<file path="src/rv_core_pkg.sv">
// rv64i core slice definitions
`default_nettype none

package rv_core_pkg;

	localparam int XLEN = 64;

	localparam logic [6:0] OPC_LOAD = 7'b0000011, OPC_STORE = 7'b0100011,
		OPC_OP_IMM = 7'b0010011, OPC_OP_IMM32 = 7'b0011011,
		OPC_OP = 7'b0110011, OPC_OP32 = 7'b0111011,
		OPC_LUI = 7'b0110111, OPC_AUIPC = 7'b0010111,
		OPC_BRANCH = 7'b1100011, OPC_JAL = 7'b1101111, OPC_JALR = 7'b1100111;

	// arithmetic group, shared by OP and OP_IMM
	localparam logic [2:0] F3_ADD_SUB = 3'b000, F3_SLL = 3'b001, F3_SLT = 3'b010,
		F3_SLTU = 3'b011, F3_XOR = 3'b100, F3_SR = 3'b101, F3_OR = 3'b110, F3_AND = 3'b111;
	localparam logic [2:0] F3_BEQ = 3'b000, F3_BNE = 3'b001, F3_BLT = 3'b100,
		F3_BGE = 3'b101, F3_BLTU = 3'b110, F3_BGEU = 3'b111;
	localparam logic [2:0] F3_LB = 3'b000, F3_LH = 3'b001, F3_LW = 3'b010, F3_LD = 3'b011,
		F3_LBU = 3'b100, F3_LHU = 3'b101, F3_LWU = 3'b110;
	localparam logic [2:0] F3_SB = 3'b000, F3_SH = 3'b001, F3_SW = 3'b010, F3_SD = 3'b011;

	typedef enum logic [4:0] {
		ALU_ZERO, ALU_ADD, ALU_SUB, ALU_SLL, ALU_SLT, ALU_SLTU,
		ALU_XOR, ALU_SRL, ALU_SRA, ALU_OR, ALU_AND, ALU_LUI,
		ALU_ADDW, ALU_SUBW, ALU_SLLW, ALU_SRLW, ALU_SRAW,
		ALU_BEQ, ALU_BNE, ALU_BLT, ALU_BGE, ALU_BLTU, ALU_BGEU
	} alu_op_e;

	typedef struct packed {
		logic [XLEN-1:0] pc;
		logic [31:0]     inst;
	} fetch_pkt_t;

	typedef struct packed {
		logic            rs1_r_ena;
		logic [4:0]      rs1_r_addr;
		logic            rs2_r_ena;
		logic [4:0]      rs2_r_addr;
		logic            rd_w_ena;
		logic [4:0]      rd_w_addr;
		alu_op_e         alu_op;
		logic [XLEN-1:0] op1;
		logic [XLEN-1:0] op2;
		logic            branch;
		logic [XLEN-1:0] b_offset;
		logic [1:0]      jump;          // [1] jal, [0] jalr
		logic [XLEN-1:0] j_offset;
		logic            mem_r_ena;
		logic            mem_w_ena;
		logic            mem_to_reg;
		logic [7:0]      byte_enable;
		logic            mem_ext_un;
	} dec_t;

	typedef struct packed {
		logic [XLEN-1:0] pc;
		logic [31:0]     inst;
		logic            rd_wr;
		logic [4:0]      rd;
		logic [XLEN-1:0] result;
		logic            taken;
		logic [XLEN-1:0] next_pc;
		logic            mem_r_ena;
		logic            mem_w_ena;
		logic [XLEN-1:0] mem_addr;
		logic [XLEN-1:0] store_data;
		logic [7:0]      byte_enable;
		logic            mem_ext_un;
	} retire_t;

endpackage

`default_nettype wire

</file>
<file path="src/retire_stage.sv">
// issue control and retire register
`timescale 1ns/1ps
`default_nettype none

module retire_stage #(
	parameter int OUT_CREDITS = 2
) (
	input  logic                 clk,
	input  logic                 rst,
	input  logic                 not_empty,
	input  logic                 out_credit,
	input  rv_core_pkg::retire_t rec,
	output logic                 issue,
	output logic                 wr_en,
	output logic [4:0]           wr_addr,
	output logic [63:0]          wr_data,
	output logic                 out_valid,
	output rv_core_pkg::retire_t out_rec
);
	localparam int CW = $clog2(OUT_CREDITS + 1);

	logic [CW-1:0] credits;

	assign issue = not_empty && (credits != '0);

	// write lands on the issue edge, next instruction reads it
	assign wr_en = issue && rec.rd_wr;
	assign wr_addr = rec.rd;
	assign wr_data = rec.result;

	always_ff @(posedge clk) begin
		if (rst) begin
			credits <= CW'(OUT_CREDITS);
			out_valid <= 1'b0;
		end else begin
			credits <= credits + CW'(out_credit) - CW'(issue);   // both may hit at once
			out_valid <= issue;
		end
	end

	always_ff @(posedge clk) begin
		if (issue)
			out_rec <= rec;
	end

endmodule

`default_nettype wire

</file>
<file path="config.mk">
export PLATFORM = sky130hd
export DESIGN_NAME = retire_stage
export DESIGN_NICKNAME = d
export VERILOG_FILES = /design/src/rv_core_pkg.sv /design/src/retire_stage.sv
export SDC_FILE = /design/constraint.sdc
export NUM_CORES = 1
export LEC_CHECK = 0
export BUFFER_PORTS_ARGS = -buffer_cell sky130_fd_sc_hd__buf_2
export CORE_AREA = 3 3 312 314
export DETAILED_ROUTE_END_ITERATION = 10
export DIE_AREA = 0 0 315 317
export SYNTH_ARGS = -nofsm -noshare
export SYNTH_HDL_FRONTEND = slang
export SYNTH_SLANG_ARGS = --single-unit
</file>
<file path="constraint.sdc">
create_clock -name clk -period 11 [get_ports clk]
set_clock_uncertainty 0.15 [all_clocks]
set_input_delay 1.1 -clock clk [delete_from_list [all_inputs] [get_ports clk]]
set_output_delay 1.1 -clock clk [all_outputs]
set_load 0.02 [all_outputs]
</file>
== After elaboration in Yosys (flattened, before gate mapping) ==
Index checks and enable logic that the tools add are counted.

* $add $sub $neg: 2
* Reductions and logical operators: 3

{| class="wikitable"
|+ Operator list
! cell !! number
|-
| adder 2 x 1 -> 2 bit || 1
|-
| logical AND 1 bit || 2
|-
| nonzero test 2 bit || 1
|-
| subtractor 2 x 1 -> 2 bit || 1
|}

* Register bits after elaboration: 373
* Input port bits: 374
* Output and inout port bits: 442
* Word-level logic and storage cells: 20

== Longest topological paths before layout ==
Gate-level depths: netlist of the first run.

* Word-level depth: 3
* Mapped depth: 5
* Mapped depth without buffers: 5

== Worst setup path before layout of the first run ==
OpenSTA, ideal clock, no wires.

* Path kind: input-to-output
* Start: input port not_empty
* End: output port wr_en
* Arrival time: 6324 ps
* Required time: 9750 ps
* Path slack: 3426 ps
* Cell stages on the path: 2
* Buffers on the path: 0
* Cells stage by stage: o21a_2 > and2_1

* Longest elaborated chain between the ends: 2

{| class="wikitable"
|+ Ends and longest elaborated chain
! item !! line !! text
|-
| start, declared || retire_stage.sv:10 || <nowiki>input logic not_empty,</nowiki>
|-
| logical AND 1 bit || retire_stage.sv:24 || <nowiki>assign issue = not_empty && (credits != '0);</nowiki>
|-
| logical AND 1 bit || retire_stage.sv:27 || <nowiki>assign wr_en = issue && rec.rd_wr;</nowiki>
|-
| end, declared || retire_stage.sv:14 || <nowiki>output logic wr_en,</nowiki>
|}

Every way passes these cells.

== Worst setup path in the final report of the first run ==
Same ends and word-level chain as after synthesis.

==> flow_summary_export.csv, run 1 <==
group,metric,value,unit
layout,syn_to_final_growth,56.0,%
detailed_routing,vias_per_cell,2.95,
worst_setup_path,ff2ff_path_depth,3,
global_routing,grt_start_max_net_pins,153,
yosys,netlist-cell-type-count,13,
detailed_routing,avgRoutedWirePerCell,19.0,µm
floorplan,die_y,317,µm
floorplan,design.die.area,99900,µm²
clock_network,cts_made_buffers,43,
sta,rsz0062_at_grt,"false",
global_routing,grt.overflow.total,0,
yosys,syn_inst,453,
sta,finalCritPeriodShare,30.0,%
layout,nNetsFinal,1622,
global_routing,grtUsageTotal,8.98,%
floorplan,fp-row-count,113,
layout,design_area,18400,µm²
worst_setup_path,end_kind,"primary output",
detailed_routing,vias,7523,
layout,drive_gt1_share,68.8,%
yosys,synth-seq-area-share,94.9,%
sta,tightestPinTransition,1.04,ns
floorplan,ios,816,
detailed_routing,drtIter0Drc,398,
clock_network,cts_hold_buf,0,
sta,setup_viol_count_final,0,
detailed_routing,final_antenna_net_count,0,
yosys,synth_area_leader_cell,"edfxtp_1",
hold_path,min_path_type,"flop to flop",
floorplan,start_util,12.4,%
clock_network,post_cts_resized,0,
worst_setup_path,timing.rr.start,"credits[1]",
clock_network,clk_pin_slew,0.06,ns
placed_design,dp_hpwl,40100,µm
placed_design,placed_area,17000,µm²
worst_setup_path,cp-start-kind,"input pin",
worst_setup_path,cp_max_fo,32,
run_status,status,"finished clean",
yosys,post_synth.cell_area_avg,26.0,µm²
yosys,synth_top_area_share,94.4,%
floorplan,die_x,315,µm
detailed_routing,routed_wl,48500,µm
global_routing,grt_pass1_vias,7552,
layout,final_cell_mix,"buf_2, edfxtp_1, clkbuf_16",
hold_path,min_from,"credits[1]",
worst_setup_path,critPathKind,"input pin to primary output",
sta,slew_headroom,30.9,%
yosys,netlist_area,11800,µm²
yosys,ys_top_cells_by_area,"edfxtp_1, buf_4, dfxtp_1, ha_1, nor2b_1",
clock_network,htreeDepth,2,
hold_path,worstHoldPathCells,2,
detailed_routing,drc,0,
worst_setup_path,reg2reg_slack,8.15,ns
worst_setup_path,worstReg2RegEnd,"out_rec[179]",
hold_path,hold_end,"credits[1]",
clock_network,cts_buffer_depth,3,
clock_network,cts_tree,"yes",
pwr,p_per_area,195,nW/µm²
sta,max_freq,0.303,GHz
floorplan,core,94900,µm²
sta,drv_slew,0,
worst_setup_path,cp_data_required_time,9.75,ns
clock_network,clock-root-buffer,"clkbuf_16",
clock_network,clkLatencyLatePin,0.58,ns
pwr,leakagePower,7.53,nW
global_routing,antenna_found_initial,28,
yosys,synth_fp_nets,828,
clock_network,cts.sinks,373,
sta,finalSetupTns,0,ns
placed_design,gp_congestion,0.826,
sta,whs,0.442,ns
layout,layout_commonest_cell,"buf_2",
sta,finalCriticalPeriod,3.30,ns
flow_run,maxCapViolCount,0,
global_routing,grt_pass1_wl,60500,µm
worst_setup_path,cp.arrival,2.05,ns
yosys,ys_ff_latch,373,
yosys,synth_warnings,0,
sta,hold_viol,0,
clock_network,cts_setup_buffers,0,
pwr,vdd_drop_max,0.000127,V
detailed_routing,first_pass_iters,4,
placed_design,numPortBuffers,815,
==> power by group <==
part           leakage [nW]  internal (mW)  switching (mW)
clock network         0.664          0.829           0.585
registers              3.59           1.70          0.0323
logic                  3.27          0.128           0.303
==> stage by stage <==
step                      util, %  power, mW  setup slack, ns  std cells
final                        19.4       3.58             7.70       2553
after global routing         19.3       3.74             7.62       2544
after CTS                    19.3       3.66             7.68       2543
after detailed placement     17.9       2.21             7.34       2467
after global placement       17.9       2.20             7.38       2467
after floorplan                 -       2.00             3.43        453
==> worst max-delay path by stage <==
stage / startpoint / end / slack [ns] / depth (start not counted)
floorplan: not_empty / wr_en / 3.43 / 2
global placement: not_empty / out_rec[182] / 7.38 / 4
CTS: not_empty / wr_en / 7.68 / 4
global route: not_empty / wr_en / 7.62 / 4
finish: not_empty / wr_en / 7.70 / 4
detailed placement: not_empty / out_rec[182] / 7.34 / 4
==> synthesized netlist by cell type <==
library cell,instances
edfxtp_1,370
buf_4,69
dfxtp_1,3
nor2b_1,2
a21oi_1,1
and2_1,1
and3_1,1
ha_1,1
mux2i_1,1
nand2_1,1
nand2b_1,1
o21a_2,1
o21bai_1,1
==> sequential cells by signal, indices dropped and copies added, names as in the netlist <==
name and flops:
credits 2, out_rec 370, out_valid 1
==> routing by layer <==
metal / share of wire [%] / GRT usage [%]
met1: 34 / 9.55
met2: 44 / 13.4
met3: 17 / 6.30
met4: 3.8 / 4.43
met5: 0.35 / 0
==> cell type report <==
type	count	area, µm²
antenna	10	25.0
timing repair buffer	818	4130
fill	10300	76500
multi-input combinational	11	85.1
clock inverter	21	230
tap	1265	1580
sequential	373	11200
clock buffer	55	1140
==> cells by family (layout without fill, tap and decap cells) <==
kind of cell / Yosys count / after routing / share of synthesized area (%)
AOI/OAI and AO/OA: 3 / 3 / 0.181
buffers and inverters: 69 / 894 / 4.40
other: 0 / 10 / 0
adders and majority gates: 1 / 1 / 0.106
muxes: 1 / 1 / 0.0851
and+or+nand+nor: 6 / 6 / 0.298
DFF: 373 / 373 / 94.9
==> critical path: stages <==
cell and delay [ns]:
buf_2 0.13, o21a_4 0.43, and2_1 0.20, buf_2 0.16
Note: power is estimated with default switching activity, not from simulation.
==> inputs of run 2 (changes only) <==
--- a/config.mk
+++ b/config.mk
@@ -5,10 +5,11 @@
 export SDC_FILE = /design/constraint.sdc
 export NUM_CORES = 1
 export LEC_CHECK = 0
+export ABC_AREA = 1
 export BUFFER_PORTS_ARGS = -buffer_cell sky130_fd_sc_hd__buf_2
-export CORE_AREA = 3 3 312 314
+export CORE_AREA = 3 3 320 322
 export DETAILED_ROUTE_END_ITERATION = 10
-export DIE_AREA = 0 0 315 317
+export DIE_AREA = 0 0 323 325
 export SYNTH_ARGS = -nofsm -noshare
 export SYNTH_HDL_FRONTEND = slang
 export SYNTH_SLANG_ARGS = --single-unit
==> constraint.sdc (replaced) <==
create_clock -name clk -period 3.31 [get_ports clk]
set_clock_uncertainty 0.15 [all_clocks]
set_input_delay 0.331 -clock clk [delete_from_list [all_inputs] [get_ports clk]]
set_output_delay 0.331 -clock clk [all_outputs]
set_load 0.02 [all_outputs]
==> run 2 against run 1 <==
Compared with the run above:
- flip-flop and latch count unchanged
- area after synthesis about the same
- sequential power rose to 3.4 times the previous value
- die area is 5.1% higher
- critical endpoint unchanged
- cell count is 16% higher
==> flow_summary_export.csv, run 2 <==
group,metric,value,unit
hold_path,min_path_type,"input pin to flop",
sta,finalCritPeriodShare,68.0,%
layout,largest_register_ffs,370,
layout,nFillCells,10500,
global_routing,grt_pass1_vias,10200,
clock_network,clock-root-buffer,"clkbuf_16",
detailed_routing,avgRoutedWirePerCell,19.9,µm
pwr,leakagePower,9.20,nW
detailed_routing,vias_per_cell,3.08,
detailed_routing,met3_length,7290,µm
sta,max_freq,0.444,GHz
clock_network,post_cts_resized,0,
layout,regArea,11200,µm²
worst_setup_path,cp-start-kind,"input pin",
worst_setup_path,cp_data_required_time,2.83,ns
layout,final_cell_mix,"buf_2, dlygate4sd3_1, edfxtp_1",
detailed_routing,met1_length,22100,µm
layout,regMostFlops,"out_rec",
global_routing,grt_pass1_wl,78200,µm
detailed_routing,drc,0,
detailed_routing,routed_wl,59200,µm
sta,finalCriticalPeriod,2.25,ns
floorplan,ios,816,
layout,multi_input_area,68.8,µm²
global_routing,antenna_found_initial,17,
sta,setup_slack,1.06,ns
placed_design,numPortBuffers,815,
detailed_routing,final_antenna_net_count,0,
global_routing,grtUsageTotal,10.8,%
worst_setup_path,cpPeakStageDelay,0.53,ns
clock_network,cts_made_buffers,45,
yosys,async_flop_share,0,%
floorplan,die_y,325,µm
worst_setup_path,critPathKind,"input pin to primary output",
worst_setup_path,slowest_stage,"dlygate4sd3_1",
clock_network,cts_tree,"yes",
sta,rsz0062_at_grt,"false",
floorplan,die_x,323,µm
yosys,ys_top_cells_by_area,"edfxtp_1, buf_4, dfxtp_1, inv_1, nand3_1",
yosys,synth_most_common_cell,"edfxtp_1",
placed_design,dp_hpwl,45500,µm
sta,hold_viol,0,
worst_setup_path,end_kind,"primary output",
yosys,synth_fp_nets,835,
floorplan,start_util,11.8,%
worst_setup_path,cpMostUsedCell,"buf_2",
yosys,netlist_area,11800,µm²
flow_run,maxCapViolCount,0,
clock_network,cts_hold_buf,374,
worst_setup_path,cp_max_fo,4,
worst_setup_path,path_cells,"dlygate4sd3_1 -> buf_2 -> o21ai_4 -> nor2_1 -> buf_2",
yosys,netlist-cell-type-count,9,
floorplan,core,99900,µm²
detailed_routing,vias,9157,
clock_network,htreeDepth,2,
layout,design_area,22300,µm²
yosys,synth-seq-area-share,94.9,%
run_status,status,"finished clean",
yosys,syn_inst,460,
yosys,post_synth.cell_area_avg,25.6,µm²
floorplan,fp-row-count,116,
detailed_routing,first_pass_iters,4,
detailed_routing,route.met2.wl,28500,µm
sta,tightestPinTransition,0.550,ns
global_routing,grt.overflow.total,0,
pwr,power,12.9,mW
worst_setup_path,cp.arrival,1.77,ns
sta,whs,0.288,ns
sta,setup_viol_count_final,0,
layout,syn_to_final_growth,89.8,%
layout,layout_commonest_cell,"buf_2",
clock_network,clkLatencyLatePin,0.59,ns
floorplan,design.die.area,105000,µm²
clock_network,cts_buffer_depth,3,
sta,slew_headroom,63.4,%
yosys,synth_common_cells,"edfxtp_1, buf_4, inv_1",
yosys,synth_edf_count,370,
yosys,synth_area_leader_cell,"edfxtp_1",
layout,utilization,22.4,%
yosys,synth_warnings,0,
pwr,vdd_drop_max,0.000407,V
clock_network,cts.sinks,373,
global_routing,grt_start_max_net_pins,89,
placed_design,gp_congestion,0.846,
yosys,synth_top_area_share,94.4,%
placed_design,place_ws,1.27,ns
layout,biggestRegsByFlops,"out_rec: 370 flops, credits: 2 flops, out_valid: 1 flops",
detailed_routing,top_layer_used,"met5",
detailed_routing,drtIter0Drc,465,
sta,drv_slew,0,
yosys,ys.flop_type,"edfxtp_1",
placed_design,placed_area,17100,µm²
layout,nNetsFinal,2008,
yosys,ys_ff_latch,373,
pwr,p_per_area,575,nW/µm²
layout,drive_gt1_share,53.4,%
clock_network,cts_setup_buffers,0,
clock_network,clk_pin_slew,0.06,ns
==> run 2: cell count changes in the layout (fill, tap and decap cells not counted), sizes merged, moves of 2 or more <==
cell | before | now
o21ai | 0 | 3
diode | 10 | 8
clkbuf | 55 | 59
dlygate4sd3 | 0 | 374
nor2b | 2 | 0
inv | 3 | 10
buf | 818 | 821
nand3 | 0 | 3
nor2 | 0 | 3
==> run 2: worst paths after layout <==
path / endpoint / depth (start not counted) / slack (ns) / start
min: out_rec[189] / 2 / 0.29 / rec[189]
max reg2reg: out_rec[194] / 4 / 1.36 / credits[0]
max: wr_en / 5 / 1.06 / not_empty
min reg2reg: out_valid / 2 / 0.50 / credits[0]
==> run 2: cells by family (layout without fill, tap and decap cells) <==
logic type / after synthesis / count (layout) / synth area share [%]
compound gates: 3 / 3 / 0.128
simple gates: 7 / 7 / 0.255
flops: 373 / 373 / 94.9
other cells: 0 / 8 / 0
fa+ha+maj: 1 / 1 / 0.106
buf+inv: 76 / 1284 / 4.62
==> run 2: report_power, final <==
| group | leakage [nW] | internal, mW | switching, mW | total [mW] |
|---|---|---|---|---|
| Clock | 0.727 | 3.00 | 2.01 | 5.02 |
| Combinational | 4.88 | 0.760 | 1.24 | 2.00 |
| Sequential | 3.59 | 5.71 | 0.125 | 5.83 |
==> run 2: critical path: cells and delay by family <==
family                 cells  cell delay [ns]
buffers and inverters      3             0.95
AND/OR/NAND/NOR            1             0.40
AO/OA/AOI/OAI              1             0.08
==> run 2: final cells by class <==
| type | count | share of cell area [%] |
|---|---|---|
| Antenna cell | 8 | 0.0896 |
| Clock buffer | 59 | 5.46 |
| Clock inverter | 23 | 1.20 |
| Inverter | 7 | 0.134 |
| Multi-Input combinational cell | 11 | 0.308 |
| Sequential cell | 373 | 50.0 |
| Tap cell | 1298 | 7.27 |
| Timing Repair Buffer | 1195 | 35.5 |
==> run 2: through the flow <==
step / cells / setup TNS (ns)
final: 2974 / 0
after global routing: 2969 / 0
after CTS: 2966 / 0
after detailed placement: 2510 / 0
after global placement: 2510 / 0
after floorplan: 460 / -1253.16
==> run 2: per-layer routing <==
layer | vias to the layer above | global-route usage, %
li1 | 4095 | -
met1 | 4438 | 12.1
met2 | 543 | 18.2
met3 | 71 | 5.33
met4 | 10 | 2.51
met5 | - | 0
==> inputs of run 3 (changes only) <==
--- a/config.mk
+++ b/config.mk
@@ -5,7 +5,7 @@
 export SDC_FILE = /design/constraint.sdc
 export NUM_CORES = 1
 export LEC_CHECK = 0
-export ABC_AREA = 1
+export ABC_AREA = 0
 export BUFFER_PORTS_ARGS = -buffer_cell sky130_fd_sc_hd__buf_2
 export CORE_AREA = 3 3 320 322
 export DETAILED_ROUTE_END_ITERATION = 10
==> constraint.sdc (replaced) <==
create_clock -name clk -period 2.3 [get_ports clk]
set_clock_uncertainty 0.15 [all_clocks]
set_input_delay 0.23 -clock clk [delete_from_list [all_inputs] [get_ports clk]]
set_output_delay 0.23 -clock clk [all_outputs]
set_load 0.02 [all_outputs]
==> run 3 against run 2 <==
Compared with the run above:
- hold slack worse by 0.075 ns
- register-to-register slack worse by 0.82 ns
- power up 32%
- routed wire length down 5.5%
- sequential share of layout area up 0.29 points
- combinational power up 36%
- die area unchanged
- via count up 1.1%
- non-clock buffer count up 28
- clock power up 19%
- final area down 0.57%
- count of clock-buffer cells in the layout down 12
- critical path type is now flop to primary output
- largest cell class unchanged
==> flow_summary_export.csv, run 3 (synthesis results as in run 1) <==
group,metric,value,unit
detailed_routing,first_pass_iters,4,
sta,hold_viol,0,
worst_setup_path,worstReg2RegEnd,"credits[0]",
floorplan,die_y,325,µm
worst_setup_path,cp_max_fo,22,
worst_setup_path,timing.rr.start,"credits[1]",
layout,drive_gt1_share,54.1,%
sta,finalSetupTns,0,ns
hold_path,hold_end,"out_rec[133]",
sta,tightestPinTransition,0.287,ns
sta,finalCritPeriodShare,92.7,%
floorplan,fp-row-count,116,
pwr,p_per_area,766,nW/µm²
worst_setup_path,cp_data_required_time,1.92,ns
worst_setup_path,critPathKind,"flop to primary output",
sta,drv_slew,0,
global_routing,antenna_found_initial,21,
sta,setup_viol_count_final,0,
placed_design,gp_congestion,0.887,
clock_network,cts_made_buffers,41,
clock_network,cts_setup_buffers,0,
floorplan,start_util,11.8,%
floorplan,ios,816,
layout,final_cell_mix,"buf_2, dlygate4sd3_1, edfxtp_1",
clock_network,clk_pin_slew,0.06,ns
clock_network,cts.sinks,373,
placed_design,dp_hpwl,42900,µm
detailed_routing,vias_per_cell,3.10,
worst_setup_path,reg2reg_slack,0.54,ns
run_status,status,"finished clean",
layout,nNetsFinal,2025,
detailed_routing,avgRoutedWirePerCell,18.7,µm
pwr,leakagePower,9.18,nW
clock_network,cts_tree,"yes",
global_routing,grt.overflow.total,0,
floorplan,design.die.area,105000,µm²
layout,utilization,22.3,%
clock_network,clkLatencyLatePin,0.57,ns
detailed_routing,drc,0,
layout,biggestRegsByFlops,"out_rec: 370 flops, credits: 2 flops, out_valid: 1 flops",
worst_setup_path,cp-start-kind,"flop",
worst_setup_path,cp.arrival,1.75,ns
pwr,vdd_drop_max,0.000563,V
floorplan,die_x,323,µm
placed_design,numPortBuffers,815,
hold_path,worstHoldPathCells,2,
sta,slew_headroom,81.0,%
global_routing,grt_pass1_wl,74600,µm
hold_path,min_from,"rec[133]",
sta,max_freq,0.469,GHz
layout,largest_register_ffs,370,
layout,regMostFlops,"out_rec",
sta,finalCriticalPeriod,2.13,ns
detailed_routing,drtIter0Drc,527,
layout,layout_commonest_cell,"buf_2",
clock_network,htreeDepth,2,
detailed_routing,final_antenna_net_count,0,
clock_network,clock-root-buffer,"clkbuf_16",
floorplan,core,99900,µm²
hold_path,min_path_type,"input pin to flop",
clock_network,cts_buffer_depth,3,
global_routing,grt_start_max_net_pins,37,
detailed_routing,routed_wl,55900,µm
flow_run,maxCapViolCount,0,
sta,rsz0062_at_grt,"false",
worst_setup_path,end_kind,"primary output",
layout,syn_to_final_growth,88.8,%
global_routing,grtUsageTotal,10.2,%
global_routing,grt_pass1_vias,10100,
detailed_routing,vias,9256,
worst_setup_path,ff2ff_path_depth,5,
## run 3: metrics by stage
stage	area, µm²	hold slack [ns]	cells	total power, mW	setup WS [ns]
after detailed placement	17300	0.258	2531	10.7	0.611
after floorplan	11800	0.144	453	9.51	-1.60
after global placement	17300	0.256	2531	10.6	0.610
after CTS	22200	0.145	2973	17.3	0.0921
after global routing	22200	0.172	2977	17.8	0.0541
final	22200	0.213	2985	17.0	0.168
## run 3: metal layers
layer | track usage, % | vias up | wire length [µm]
met2 | 16.6 | 585 | 25800
met1 | 11.5 | 4455 | 21400
met4 | 3.20 | 10 | 1500
met3 | 5.16 | 85 | 7090
met5 | 0 | - | 69
li1 | - | 4121 | -
## run 3: repair_timing
action / in CTS / in global routing
hold buffers: 374 / 0
resized for setup: 0 / 0
endpoints found under the setup margin: 0 / 0
hold endpoints to repair: 383 / 0
## run 3: how the worst max path moves through the flow
stage / from / end / depth (start not counted) / slack (ns)
floorplan: credits[0] / wr_en / 2 / -1.60
global route: credits[1] / wr_en / 4 / 0.05
global placement: not_empty / out_rec[75] / 4 / 0.61
CTS: credits[1] / wr_en / 4 / 0.09
finish: credits[1] / wr_en / 4 / 0.17
detailed placement: not_empty / out_rec[116] / 4 / 0.61
## run 3: final cells by class
class	instances	area [µm²]
diodes	12	30.0
repair buffers	1223	8130
well taps	1298	1620
fillers	10400	77600
clock inverters	21	131
multi-input cells	11	85.1
flip-flops and latches	373	11200
clock buffers	47	1050
## run 3: report_power, final
group | internal (mW) | switching, mW | total [mW] | leakage [nW]
combinational | 1.11 | 1.62 | 2.73 | 5.00
clock | 3.36 | 2.61 | 5.97 | 0.586
sequential | 8.14 | 0.176 | 8.31 | 3.59
## run 3: critical path: stages, from the launching register on
cell     delay (ns)
dfxtp_2        0.36
o21a_4         0.27
buf_12         0.22
and2_1         0.15
buf_2          0.17
